## src/logic/bp_config.svh

```systemverilog
`ifndef BP_CONFIG_SVH
`define BP_CONFIG_SVH

// word pc width
`define BP_ADDR_BITS 30

// 64-entry direction, kind and target tables
`define BP_INDEX_BITS 6

// gshare history, same length as the index
`define BP_HIST_BITS `BP_INDEX_BITS

// return address stack entries
`define BP_RAS_DEPTH 8

// bimodal and gshare
`define BP_DIR_TABLES 2

// apb byte address
`define BP_APB_ADDR_BITS 8

`endif

```

## src/logic/bp_pkg.sv

```systemverilog
package bp_pkg;

    // branch kind as carried from decode and execute
    typedef enum logic [2:0] {
        BR_NONE     = 3'd0,
        BR_COND     = 3'd1,
        BR_JUMP     = 3'd2,
        BR_CALL     = 3'd3,
        BR_RET      = 3'd4,
        BR_INDIRECT = 3'd5,
        BR_OTHER    = 3'd6
    } bp_kind_e;

    // upper bit set means taken
    typedef logic [1:0] bp_ctr_t;

    // weakly not-taken
    localparam bp_ctr_t CTR_RESET = 2'b01;

    // kinds whose direction comes from the counter tables
    function automatic logic is_cond(bp_kind_e kind);
        return (kind == BR_COND) || (kind == BR_OTHER);
    endfunction

endpackage

```

## src/logic/bp_index_hash.sv

```systemverilog
`timescale 1ns/100ps
`include "bp_config.svh"

module bp_index_hash (
    input  logic [`BP_ADDR_BITS-1:0]                       pc,
    input  logic [`BP_ADDR_BITS-1:0]                       pc_ex,
    input  logic [`BP_HIST_BITS-1:0]                       hist,
    output logic [`BP_DIR_TABLES-1:0][`BP_INDEX_BITS-1:0]  fetch_idx,
    output logic [`BP_DIR_TABLES-1:0][`BP_INDEX_BITS-1:0]  update_idx,
    output logic [`BP_INDEX_BITS-1:0]                      pc_idx,
    output logic [`BP_INDEX_BITS-1:0]                      pc_ex_idx
);

    // fold two index-wide slices of the pc
    function automatic logic [`BP_INDEX_BITS-1:0] fold(logic [`BP_ADDR_BITS-1:0] addr);
        return addr[`BP_INDEX_BITS-1:0] ^ addr[2*`BP_INDEX_BITS-1:`BP_INDEX_BITS];
    endfunction

    assign pc_idx    = fold(pc);
    assign pc_ex_idx = fold(pc_ex);

    // table 0 is plain bimodal, the rest see the global history
    always_comb begin
        for (int t = 0; t < `BP_DIR_TABLES; t++) begin
            if (t == 0) begin
                fetch_idx[t]  = pc_idx;
                update_idx[t] = pc_ex_idx;
            end else begin
                fetch_idx[t]  = pc_idx ^ hist;
                update_idx[t] = pc_ex_idx ^ hist;
            end
        end
    end

endmodule

```

## src/logic/bp_counter_table.sv

```systemverilog
`timescale 1ns/100ps
`include "bp_config.svh"

module bp_counter_table
    import bp_pkg::*;
(
    input  logic                       clk,
    input  logic                       rstn,
    input  logic [`BP_INDEX_BITS-1:0]  fetch_idx,
    input  logic [`BP_INDEX_BITS-1:0]  update_idx,
    input  logic                       wr_en,
    input  bp_ctr_t                    wr_ctr,
    output bp_ctr_t                    fetch_ctr,
    output bp_ctr_t                    update_ctr
);

    localparam int ENTRIES = 1 << `BP_INDEX_BITS;

    bp_ctr_t ctr [ENTRIES];

    // prediction side
    assign fetch_ctr = ctr[fetch_idx];

    // old value for the saturating step at commit
    assign update_ctr = ctr[update_idx];

    always_ff @(posedge clk or negedge rstn) begin
        if (!rstn) begin
            for (int i = 0; i < ENTRIES; i++) begin
                ctr[i] <= CTR_RESET;
            end
        end else if (wr_en) begin
            ctr[update_idx] <= wr_ctr;
        end
    end

endmodule

```

## src/logic/bp_direction_select.sv

```systemverilog
`timescale 1ns/100ps
`include "bp_config.svh"

module bp_direction_select
    import bp_pkg::*;
(
    input  logic                             clk,
    input  logic                             rstn,
    input  logic                             update_en,
    input  bp_kind_e                         kind_pdc,
    input  bp_kind_e                         kind_ex,
    input  logic                             taken_real,
    input  logic [`BP_INDEX_BITS-1:0]        pc_idx,
    input  logic [`BP_INDEX_BITS-1:0]        pc_ex_idx,
    input  bp_ctr_t [`BP_DIR_TABLES-1:0]     fetch_ctr,
    input  bp_ctr_t [`BP_DIR_TABLES-1:0]     update_ctr,
    output logic                             taken_pdc,
    output logic                             choice_dir,
    output logic [`BP_DIR_TABLES-1:0]        wr_en,
    output bp_ctr_t [`BP_DIR_TABLES-1:0]     wr_ctr
);

    localparam int ENTRIES = 1 << `BP_INDEX_BITS;

    bp_ctr_t chooser [ENTRIES];
    logic    cond_update;
    logic    bim_ok;
    logic    gsh_ok;

    function automatic bp_ctr_t sat_step(bp_ctr_t c, logic up);
        if (up) begin
            return (c == 2'b11) ? c : c + 2'd1;
        end
        return (c == 2'b00) ? c : c - 2'd1;
    endfunction

    assign cond_update = update_en && is_cond(kind_ex);

    always_comb begin
        for (int t = 0; t < `BP_DIR_TABLES; t++) begin
            wr_en[t]  = cond_update;
            wr_ctr[t] = sat_step(update_ctr[t], taken_real);
        end
    end

    // chooser upper bit set selects gshare
    assign choice_dir = chooser[pc_idx][1];

    always_comb begin
        case (kind_pdc)
            BR_NONE:          taken_pdc = 1'b0;
            BR_COND, BR_OTHER: taken_pdc = fetch_ctr[choice_dir][1];
            default:          taken_pdc = 1'b1;
        endcase
    end

    assign bim_ok = (update_ctr[0][1] == taken_real);
    assign gsh_ok = (update_ctr[1][1] == taken_real);

    // train only when exactly one table was right
    always_ff @(posedge clk or negedge rstn) begin
        if (!rstn) begin
            for (int i = 0; i < ENTRIES; i++) begin
                chooser[i] <= CTR_RESET;
            end
        end else if (cond_update && (bim_ok != gsh_ok)) begin
            chooser[pc_ex_idx] <= sat_step(chooser[pc_ex_idx], gsh_ok);
        end
    end

endmodule

```

## src/logic/bp_target.sv

```systemverilog
`timescale 1ns/100ps
`include "bp_config.svh"

module bp_target
    import bp_pkg::*;
(
    input  logic                       clk,
    input  logic                       rstn,
    input  logic [`BP_ADDR_BITS-1:0]   pc,
    input  logic [`BP_INDEX_BITS-1:0]  pc_idx,
    input  logic [`BP_ADDR_BITS-1:0]   pc_ex,
    input  logic [`BP_INDEX_BITS-1:0]  pc_ex_idx,
    input  logic                       update_en,
    input  bp_kind_e                   kind_ex,
    input  logic                       taken_real,
    input  logic [`BP_ADDR_BITS-1:0]   npc_ex,
    input  logic                       taken_pdc,
    output bp_kind_e                   kind_pdc,
    output logic [`BP_ADDR_BITS-1:0]   npc_pdc,
    output logic                       choice_tgt
);

    localparam int ENTRIES  = 1 << `BP_INDEX_BITS;
    localparam int PTR_BITS = $clog2(`BP_RAS_DEPTH);

    bp_kind_e                   kind_tab [ENTRIES];
    logic [`BP_ADDR_BITS-1:0]   btb [ENTRIES];
    logic [`BP_ADDR_BITS-1:0]   ras [`BP_RAS_DEPTH];
    logic [PTR_BITS-1:0]        ras_ptr;
    logic [PTR_BITS-1:0]        ras_top_ptr;
    logic                       kind_wr;
    logic                       is_ret;

    // ras_ptr is the next free slot
    assign ras_top_ptr = ras_ptr - 1'b1;

    assign kind_pdc   = kind_tab[pc_idx];
    assign is_ret     = (kind_pdc == BR_RET);
    assign choice_tgt = taken_pdc && is_ret;

    always_comb begin
        if (!taken_pdc) begin
            npc_pdc = pc + 1'b1;
        end else if (is_ret) begin
            npc_pdc = ras[ras_top_ptr];
        end else begin
            npc_pdc = btb[pc_idx];
        end
    end

    assign kind_wr = update_en && (kind_ex != BR_NONE);

    // tagless kind table
    always_ff @(posedge clk or negedge rstn) begin
        if (!rstn) begin
            for (int i = 0; i < ENTRIES; i++) begin
                kind_tab[i] <= BR_NONE;
            end
        end else if (kind_wr) begin
            kind_tab[pc_ex_idx] <= kind_ex;
        end
    end

    // btb holds the last taken target
    always_ff @(posedge clk) begin
        if (kind_wr && taken_real) begin
            btb[pc_ex_idx] <= npc_ex;
        end
    end

    // circular stack, overflow drops the oldest
    always_ff @(posedge clk or negedge rstn) begin
        if (!rstn) begin
            ras_ptr <= '0;
        end else if (update_en && (kind_ex == BR_CALL)) begin
            ras_ptr <= ras_ptr + 1'b1;
        end else if (update_en && (kind_ex == BR_RET)) begin
            ras_ptr <= ras_top_ptr;
        end
    end

    always_ff @(posedge clk) begin
        if (update_en && (kind_ex == BR_CALL)) begin
            ras[ras_ptr] <= pc_ex + 1'b1;
        end
    end

endmodule

```

## src/logic/bp_history.sv

```systemverilog
`timescale 1ns/100ps
`include "bp_config.svh"

module bp_history
    import bp_pkg::*;
(
    input  logic                       clk,
    input  logic                       rstn,
    input  logic                       update_en,
    input  bp_kind_e                   kind_ex,
    input  logic                       taken_real,
    output logic [`BP_HIST_BITS-1:0]   hist
);

    // committed outcomes only, newest in bit 0
    always_ff @(posedge clk or negedge rstn) begin
        if (!rstn) begin
            hist <= '0;
        end else if (update_en && is_cond(kind_ex)) begin
            hist <= {hist[`BP_HIST_BITS-2:0], taken_real};
        end
    end

endmodule

```

## src/logic/bp_stats_apb.sv

```systemverilog
`timescale 1ns/100ps
`include "bp_config.svh"

module bp_stats_apb
    import bp_pkg::*;
(
    input  logic                           clk,
    input  logic                           rstn,
    input  logic                           update_en,
    input  bp_kind_e                       kind_ex,
    input  logic                           mis_taken,
    input  logic                           mis_kind,
    input  logic                           mis_npc,
    input  logic                           psel,
    input  logic                           penable,
    input  logic                           pwrite,
    input  logic [`BP_APB_ADDR_BITS-1:0]   paddr,
    input  logic [31:0]                    pwdata,
    output logic [31:0]                    prdata,
    output logic                           pready,
    output logic                           pslverr
);

    localparam int NUM_CNT = 5;

    logic [31:0]         cnt [NUM_CNT];
    logic [NUM_CNT-1:0]  inc;
    logic                access;
    logic                in_range;
    logic                clr;

    // 0x00 updates, 0x04 cond, 0x08 taken, 0x0c kind, 0x10 npc
    assign inc[0] = update_en;
    assign inc[1] = update_en && is_cond(kind_ex);
    assign inc[2] = update_en && mis_taken;
    assign inc[3] = update_en && mis_kind;
    assign inc[4] = update_en && mis_npc;

    assign access   = psel && penable;
    assign in_range = (paddr < `BP_APB_ADDR_BITS'h14);

    // write to 0x00 clears every counter
    assign clr = access && pwrite && (paddr == '0);

    always_ff @(posedge clk or negedge rstn) begin
        if (!rstn) begin
            for (int i = 0; i < NUM_CNT; i++) begin
                cnt[i] <= '0;
            end
        end else if (clr) begin
            for (int i = 0; i < NUM_CNT; i++) begin
                cnt[i] <= '0;
            end
        end else begin
            for (int i = 0; i < NUM_CNT; i++) begin
                if (inc[i]) begin
                    cnt[i] <= cnt[i] + 32'd1;
                end
            end
        end
    end

    // zero-wait slave
    assign pready  = 1'b1;
    assign pslverr = access && !in_range;

    always_comb begin
        prdata = '0;
        if (access && !pwrite && in_range) begin
            prdata = cnt[paddr[4:2]];
        end
    end

endmodule

```

## src/logic/bp_predictor.sv

```systemverilog
`timescale 1ns/100ps
`include "bp_config.svh"

module bp_predictor
    import bp_pkg::*;
(
    input  logic                           clk,
    input  logic                           rstn,
    input  logic [`BP_ADDR_BITS-1:0]       pc,
    input  logic                           update_en,
    input  logic [`BP_ADDR_BITS-1:0]       pc_ex,
    input  bp_kind_e                       kind_ex,
    input  logic                           taken_real,
    input  logic [`BP_ADDR_BITS-1:0]       npc_ex,
    input  logic                           mis_npc,
    input  logic                           mis_kind,
    input  logic                           mis_taken,
    input  logic                           psel,
    input  logic                           penable,
    input  logic                           pwrite,
    input  logic [`BP_APB_ADDR_BITS-1:0]   paddr,
    input  logic [31:0]                    pwdata,
    output bp_kind_e                       kind_pdc,
    output logic                           taken_pdc,
    output logic [`BP_ADDR_BITS-1:0]       npc_pdc,
    output logic                           choice_dir,
    output logic                           choice_tgt,
    output logic [31:0]                    prdata,
    output logic                           pready,
    output logic                           pslverr
);

    logic [`BP_HIST_BITS-1:0]                       hist;
    logic [`BP_INDEX_BITS-1:0]                      pc_idx;
    logic [`BP_INDEX_BITS-1:0]                      pc_ex_idx;
    logic [`BP_DIR_TABLES-1:0][`BP_INDEX_BITS-1:0]  fetch_idx;
    logic [`BP_DIR_TABLES-1:0][`BP_INDEX_BITS-1:0]  update_idx;
    bp_ctr_t [`BP_DIR_TABLES-1:0]                   fetch_ctr;
    bp_ctr_t [`BP_DIR_TABLES-1:0]                   update_ctr;
    logic [`BP_DIR_TABLES-1:0]                      wr_en;
    bp_ctr_t [`BP_DIR_TABLES-1:0]                   wr_ctr;

    bp_index_hash i_hash (
        .pc         (pc),
        .pc_ex      (pc_ex),
        .hist       (hist),
        .fetch_idx  (fetch_idx),
        .update_idx (update_idx),
        .pc_idx     (pc_idx),
        .pc_ex_idx  (pc_ex_idx)
    );

    // table 0 bimodal, table 1 gshare
    for (genvar t = 0; t < `BP_DIR_TABLES; t++) begin : g_table
        bp_counter_table i_table (
            .clk        (clk),
            .rstn       (rstn),
            .fetch_idx  (fetch_idx[t]),
            .update_idx (update_idx[t]),
            .wr_en      (wr_en[t]),
            .wr_ctr     (wr_ctr[t]),
            .fetch_ctr  (fetch_ctr[t]),
            .update_ctr (update_ctr[t])
        );
    end

    bp_direction_select i_dir (
        .clk        (clk),
        .rstn       (rstn),
        .update_en  (update_en),
        .kind_pdc   (kind_pdc),
        .kind_ex    (kind_ex),
        .taken_real (taken_real),
        .pc_idx     (pc_idx),
        .pc_ex_idx  (pc_ex_idx),
        .fetch_ctr  (fetch_ctr),
        .update_ctr (update_ctr),
        .taken_pdc  (taken_pdc),
        .choice_dir (choice_dir),
        .wr_en      (wr_en),
        .wr_ctr     (wr_ctr)
    );

    bp_target i_target (
        .clk        (clk),
        .rstn       (rstn),
        .pc         (pc),
        .pc_idx     (pc_idx),
        .pc_ex      (pc_ex),
        .pc_ex_idx  (pc_ex_idx),
        .update_en  (update_en),
        .kind_ex    (kind_ex),
        .taken_real (taken_real),
        .npc_ex     (npc_ex),
        .taken_pdc  (taken_pdc),
        .kind_pdc   (kind_pdc),
        .npc_pdc    (npc_pdc),
        .choice_tgt (choice_tgt)
    );

    bp_history i_history (
        .clk        (clk),
        .rstn       (rstn),
        .update_en  (update_en),
        .kind_ex    (kind_ex),
        .taken_real (taken_real),
        .hist       (hist)
    );

    bp_stats_apb i_stats (
        .clk        (clk),
        .rstn       (rstn),
        .update_en  (update_en),
        .kind_ex    (kind_ex),
        .mis_taken  (mis_taken),
        .mis_kind   (mis_kind),
        .mis_npc    (mis_npc),
        .psel       (psel),
        .penable    (penable),
        .pwrite     (pwrite),
        .paddr      (paddr),
        .pwdata     (pwdata),
        .prdata     (prdata),
        .pready     (pready),
        .pslverr    (pslverr)
    );

endmodule

```

## config.mk

```make
export PLATFORM = sky130hd
export DESIGN_NAME = bp_predictor
export DESIGN_NICKNAME = d
export VERILOG_FILES = /design/src/logic/bp_pkg.sv /design/src/logic/bp_index_hash.sv /design/src/logic/bp_counter_table.sv /design/src/logic/bp_direction_select.sv /design/src/logic/bp_target.sv /design/src/logic/bp_history.sv /design/src/logic/bp_stats_apb.sv /design/src/logic/bp_predictor.sv
export VERILOG_INCLUDE_DIRS = /design/src /design/src/logic
export SDC_FILE = /design/constraint.sdc
export NUM_CORES = 2
export LEC_CHECK = 0
export BUFFER_PORTS_ARGS = -buffer_cell sky130_fd_sc_hd__buf_2
export CORE_AREA = 3 3 492 494
export CTS_CLUSTER_SIZE = 14
export DETAILED_ROUTE_END_ITERATION = 10
export DIE_AREA = 0 0 495 497
export HOLD_SLACK_MARGIN = 0.06
export PLACE_DENSITY_LB_ADDON = 0.1
export SETUP_SLACK_MARGIN = 0.02
export SLEW_MARGIN = 10
export SYNTH_ARGS = -nofsm -noshare
export SYNTH_HDL_FRONTEND = slang
export SYNTH_SLANG_ARGS = --single-unit
```

## constraint.sdc

```tcl
create_clock -name clk -period 7.15 [get_ports clk]
set_input_delay 1.0725 -clock clk [delete_from_list [all_inputs] [get_ports clk]]
set_output_delay 1.0725 -clock clk [all_outputs]
set_load 0.02 [all_outputs]
```

# [After elaboration in Yosys (flattened, before gate mapping)]
# Memories as Yosys holds them, arrays and structs flattened.
# Cells that the tools add are included.
[totals] reg_bits=745 latchBits=0 ram_bits=2160 rom_bits=0 input_bits=143 out_inout_bits=70 wordCells=413 n_memories=2
[classes] addsub=15 multipliers=0 div_mod_pow=0 order_cmp=9 n_eq_ne=13 shift=0 muxes=68 bitwise=9 reduce_logical=34
[mem_list] memory="i_target.btb" depth=64 word_bits=30 read_ports=1 rd_ports_with_merged_regs=0 wr=1 line="bp_target.sv:27" source="logic [`BP_ADDR_BITS-1:0] btb [ENTRIES];"
[mem_list] memory="i_target.ras" depth=8 word_bits=30 read_ports=1 rd_ports_with_merged_regs=0 wr=1 line="bp_target.sv:28" source="logic [`BP_ADDR_BITS-1:0] ras [`BP_RAS_DEPTH];"
[ops] operator="$bwmux W128" count=3
[ops] operator="$mux W32" count=8
[ops] operator="$bwmux W192" count=1
[ops] operator="$add A32 B1 Y32 const B" count=5
[ops] operator="$mux W160" count=1
[ops] operator="$bmux W32 S3" count=1
[ops] operator="$bmux W2 S6" count=6
[ops] operator="$add A30 B1 Y30 const B" count=2
[ops] operator="$mux W30" count=2
[ops] operator="$mux W2" count=29
[ops] operator="$ge A7 B7 Y1 const B" count=4
[ops] operator="$not A6 Y7" count=4
[ops] operator="$demux W2 S6" count=2
[ops] operator="$xor A6 B6 Y6" count=4
[ops] operator="$bmux W3 S6" count=1
[ops] operator="$demux W3 S6" count=1
[ops] operator="$logic_and A1 B1 Y1" count=18
[ops] operator="$mux W3" count=5
[ops] operator="$lt A7 B1 Y1 const B" count=2
[ops] operator="$eq A3 B3 Y1 const B" count=4
[ops] operator="$reduce_bool A2 Y1" count=6
[ops] operator="$logic_not A8 Y1" count=1
[ops] operator="$lt A8 B5 Y1 const B" count=1
[ops] operator="$mux W1" count=7
[ops] operator="19 further kinds" count=30

# [Depth between registers and ports, before layout]
[depth] word_depth=13 ltp_mapped=18 ltp_nobuf=11

# [Hierarchy]
# From an unflattened synthesis, not the netlist that was laid out.
[hier_totals] hier_cells=7176 hier_area_um2=125806.9
[by_module_without_submodules] module="bp_target" instances=1 cells_each=4459 area_per_inst_um2=93594.8 seq_area_each_um2=69741.9
[by_module_without_submodules] module="bp_counter_table" instances=2 cells_each=572 area_per_inst_um2=7536.0 seq_area_each_um2=3283.1
[by_module_without_submodules] module="bp_stats_apb" instances=1 cells_each=933 area_per_inst_um2=9071.2 seq_area_each_um2=4003.8
[by_module_without_submodules] module="bp_direction_select" instances=1 cells_each=569 area_per_inst_um2=7183.1 seq_area_each_um2=3283.1
[by_module_without_submodules] module="bp_index_hash" instances=1 cells_each=36 area_per_inst_um2=480.5 seq_area_each_um2=0.0
[by_module_without_submodules] module="bp_history" instances=1 cells_each=35 area_per_inst_um2=405.4 seq_area_each_um2=150.1

# [Worst setup path before layout]
# Ideal clock, no wire load.
[synth_timing] path_kind="input -> output" start="input pc[6]" end="output npc_pdc[20]" arrival_ns=4.914 t_required_ns=6.077 path_slack_ns=1.163 path_stages=12 n_path_buf=3 path_cell_list="buf_2 -> xor2_1 -> buf_2 -> mux4_2 -> a221oi_1 -> o21ai_0 -> and4_1 -> or4_1 -> a311oi_1 -> a31oi_1 -> buf_2 -> mux2i_1"
[synth_between] elab_cells_between_ends=28 cone_classes="add/sub (1); eq/ne (3); mux (17); bitwise (4); reduce/logical (2); memory (1)"
[synth_lines] element="start: declaration" line="bp_predictor.sv:9" source="input logic [`BP_ADDR_BITS-1:0] pc,"
[synth_lines] element="$xor A6 B6 Y6" line="bp_index_hash.sv:16" source="return addr[`BP_INDEX_BITS-1:0] ^ addr[2*`BP_INDEX_BITS-1:`BP_INDEX_BITS];"
[synth_lines] element="$not A6 Y7 (implied by the code)" line="bp_direction_select.sv:47" source="assign choice_dir = chooser[pc_idx][1];"
[synth_lines] element="$bmux W2 S6" line="bp_direction_select.sv:47"
[synth_lines] element="$mux W2 (implied by the code) (2 in series)" line="bp_direction_select.sv:47"
[synth_lines] element="net choice_dir" line="bp_predictor.sv:26" source="output logic choice_dir,"
[synth_lines] element="$mux W2 (implied by the code) (2 in series)" line="bp_direction_select.sv:52" source="BR_COND, BR_OTHER: taken_pdc = fetch_ctr[choice_dir][1];"
[synth_lines] element="$pmux W1 S2" line="bp_direction_select.sv:50" source="case (kind_pdc)"
[synth_lines] element="net taken_pdc" line="bp_predictor.sv:24" source="output logic taken_pdc,"
[synth_lines] element="$mux W30" line="bp_target.sv:42" source="if (!taken_pdc) begin"
[synth_lines] element="end: declaration" line="bp_predictor.sv:25" source="output logic [`BP_ADDR_BITS-1:0] npc_pdc,"
# The timed path passes the listed nets, and every way through them passes these cells. The select of a mux whose other input is x is not followed.

# [Worst setup path in the final report]
[layout_timing] start="input pc[2]" end="output npc_pdc[14]"
[layout_between] elab_chain_cells=10 elab_cells_between_ends=28 cone_classes="add/sub (1); eq/ne (3); mux (17); bitwise (4); reduce/logical (2); memory (1)"
[layout_lines] element="$xor A6 B6 Y6" line="bp_index_hash.sv:16"
[layout_lines] element="$xor A6 B6 Y6"
[layout_lines] element="$not A6 Y7 (implied by the code)" line="bp_counter_table.sv:22" source="assign fetch_ctr = ctr[fetch_idx];"
[layout_lines] element="$bmux W2 S6" line="bp_counter_table.sv:22"
[layout_lines] element="$mux W2 (implied by the code) (2 in series)" line="bp_counter_table.sv:22"
[layout_lines] element="$mux W2 (implied by the code) (2 in series)" line="bp_direction_select.sv:52"
[layout_lines] element="$pmux W1 S2" line="bp_direction_select.sv:50"
[layout_lines] element="$mux W30 (*)" line="bp_target.sv:42"
# Mark *: on every way between the ends. The rest lies on a longest branch, timed or not. The select of a mux whose other input is x is not followed.

==> metrics.md <==
| Metric | Value |
|---|---|
| Starting Density | 51.0% |
| Final #Nets | 7328 |
| Synth Area in Adders | 0.144% |
| Post-Synth XOR/XNOR Area | 1.88% |
| Simple-Gate Fraction of Synth Area | 4.94% |
| Max-slew violations | 0 |
| Filler cell count in the final layout | 18000 |
| Clk slew on worst S/H paths | 60 ps |
| Post-CTS Resized | 0 |
| Hold Path Class | in -> async |
| Root Driver | clkbuf_16 |
| RSZ-0062 raised after global routing | no |
| Crit. End Element | output port |
| Area delta synth->final | 13.4% |
| Max FO, Critical Path | 28 |
| Post-synthesis compound-gate area fraction | 2.70% |
| LEAKAGE | 47.8 nW |
| Syn Std Cell Area | 0.121 mm^2 |
| PwrDens | 308 mW/mm^2 |
| Core area | 0.238 mm^2 |
| Mapped Nets | 7000 |
| Req. time, crit path | 6080 ps |
| Least-Margin Pin Slew | 1250 ps |
| Tot Pwr | 42.4 mW |
| Num CTS Buffers | 321 |
| EDFF count, synth | 2160 |
| Placed cells | 10000 |
| Die Width | 495 um |
| Dominant synthesized flop cell | edfxtp_1 |
| Relative slew slack | 16.0% |
| Postcts setup bufs | 0 |
| TritonCTS clock tree | yes |
| Routed Antenna Nets | 0 |
| Hold Slack | 121 ps |
| Gate Count Post-Synth | 6848 |
| F_max | 152 MHz |
| Crit path launch type | input pin |
| IO Pins | 213 |
| Yosys cell types | 67 |
| Cell area after layout | 0.138 mm^2 |
| Peak supply drop | 263 uV |
| First-pass GRT wire length | 475 mm |
| Arrival @ worst endpoint | 5500 ps |
| Setup CP Type | in -> out |
| Post-synthesis mux area share | 19.9% |
| Initial antenna violation count | 25 |
| Post-Syn Area per Cell | 17.7 um^2 |
| DRC | 0 |
| Placement Cell Area | 0.128 mm^2 |
| IO Port Bufs | 179 |
| CTS Sinks | 2905 |
| RD Place Congestion | 0.876 |
| Skew final | 69.2 ps |
| Longest Clk Path Bufs | 4 |
| Routed len/inst | 30.8 um |
| Main area contributors after synthesis | edfxtp_1 (53%), mux4_2 (15%), dfrtp_1 (11%), dfstp_2 (4.2%), mux2_2 (4.1%) |
| H-tree depth | 5 |
| DRT Pass-1 Iters | 8 |
| Yosys top cell area share | 53.4% |
| Ys async rst share | 25.6% |
| Via count | 67000 |
| Die height | 497 um |
| Cell taking the most area after synthesis | edfxtp_1 |
| Final core occ | 57.9% |
| Fraction of layout cells with a size suffix above 1 | 32.3% |
| Fin crit period | 6570 ps |
| Yosys reg bits | 2905 |
| Total wire length | 326 mm |
| Fin crit share | 91.9% |
| DP HPWL | 197 mm |
| Clock Latency Late Sink | 950 ps |
| Number of global-route vias before repair | 66900 |
| Initial DRC count | 7647 |
| Ys Warns | 0 |
| DR vias/cell | 6.33 |
| Num rows | 179 |
| Status | complete, no violations |
| Pre-CTS WS | 607 ps |
| Fin. Hold Viols | 0 |
| Final setup fails | 0 |
| Overflow after GRT | 0 |
| GRT Total Usage | 26.5% |
| Hold_buf cts | 0 |
| Largest net degree at the start of global routing | 152 |
| Max-cap violations | 0 |
| Post-synthesis sequential area ratio | 69.0% |
| Setup TNS | 0 ps |
| Die ar. | 0.246 mm^2 |
| Final worst setup slack | 577 ps |
| Largest family of logic cells by synthesized area | multiplexers |
| Cell Count, Final, Fillers Out | 10600 |
-- worst paths after layout --
kind	endpoint	startpoint	depth (start not counted)	slack [ps]
min reg2reg	i_dir.chooser[30]	i_dir.chooser[30]	2	460
max	npc_pdc[14]	pc[2]	13	580
max in group asynchronous	g_table[0].i_table.ctr[53]	rstn	2	5610
min in group clk	i_dir.chooser[30]	i_dir.chooser[30]	2	460
min	i_target.kind_tab[97]	rstn	1	120
max reg2reg	i_dir.chooser[14]	i_history.hist[3]	11	2510
-- final cells by class --
| cell class | instances | area, um^2 | share of cell area (%) |
|---|---|---|---|
| flip-flops and latches | 2905 | 83700 | 60.8 |
| multi-input cells | 3527 | 36800 | 26.7 |
| clock buffers | 414 | 8630 | 6.27 |
| well taps | 3167 | 3960 | 2.88 |
| repair buffers | 407 | 3030 | 2.20 |
| clock inverters | 138 | 1430 | 1.04 |
| inverters | 14 | 52.6 | 0.0382 |
| diodes | 9 | 22.5 | 0.0164 |
-- kinds of logic (layout without fill, tap and decap cells) --
| family | count (synthesis) | after routing |
|---|---|---|
| fa+ha+maj | 15 | 15 |
| compound gates | 531 | 531 |
| xor+xnor | 242 | 242 |
| mux | 1344 | 1344 |
| buf+inv | 416 | 973 |
| simple gates | 1394 | 1394 |
| other cells | 1 | 10 |
| flops | 2905 | 2905 |
-- state kept, by name (all words and copies together) (netlist names) --
signal	flops
g_table.i_table.ctr	256
i_dir.chooser	128
i_history.hist	6
i_stats.cnt	160
i_target.btb	1920
i_target.kind_tab	192
i_target.ras	240
i_target.ras_ptr	3
-- power breakdown --
part	internal (mW)	total, mW	switching [mW]
sequential	19.0	19.5	0.503
clock	9.55	16.1	6.50
combinational	2.87	6.87	4.00
-- placed cells by master, fill, tap and decap left out, types with 70 or more instances in the layout --
cell type and n:
nand3_1 159, buf_4 196, o21ai_1 129, nor2_4 70
nor2_1 416, dfrtp_1 552, clkbuf_1 74, o21ai_0 118
dfstp_2 192, a22oi_1 93, nand2_1 517, edfxtp_1 2160
buf_2 177, mux4_2 811, clkbuf_16 326, xor2_1 130
mux2i_1 89, mux2_2 444, xnor2_1 87
-- worst max-delay path: stages --
cell and delay (ps):
buf_2 170, xnor2_2 360, buf_4 290, nor2_1 930, a22oi_1 220, a21oi_1 650
or3_1 370, a311oi_1 110, a31oi_4 220, buf_12 240, mux2i_1 430, buf_4 180
buf_2 150
-- layer usage --
metal | wire length (um) | GRT usage, %
met1 | 140000 | 40.4
met2 | 153000 | 40.9
met3 | 24300 | 4.01
met4 | 7500 | 6.14
met5 | 13 | 0
-- synth_stat cells (47+ instances only) --
| master | n |
|---|---|
| edfxtp_1 | 2160 |
| mux4_2 | 811 |
| dfrtp_1 | 553 |
| nand2_1 | 518 |
| nor2_1 | 487 |
| mux2_2 | 444 |
| clkbuf_1 | 245 |
| dfstp_2 | 192 |
| nand3_1 | 159 |
| xor2_1 | 137 |
| o21ai_1 | 130 |
| o21ai_0 | 118 |
| buf_2 | 100 |
| a22oi_1 | 93 |
| xnor2_1 | 93 |
| mux2i_1 | 89 |
| o22ai_1 | 65 |
| and3_1 | 60 |
| nand4_1 | 47 |
Note: power is estimated with default switching activity, not from simulation.
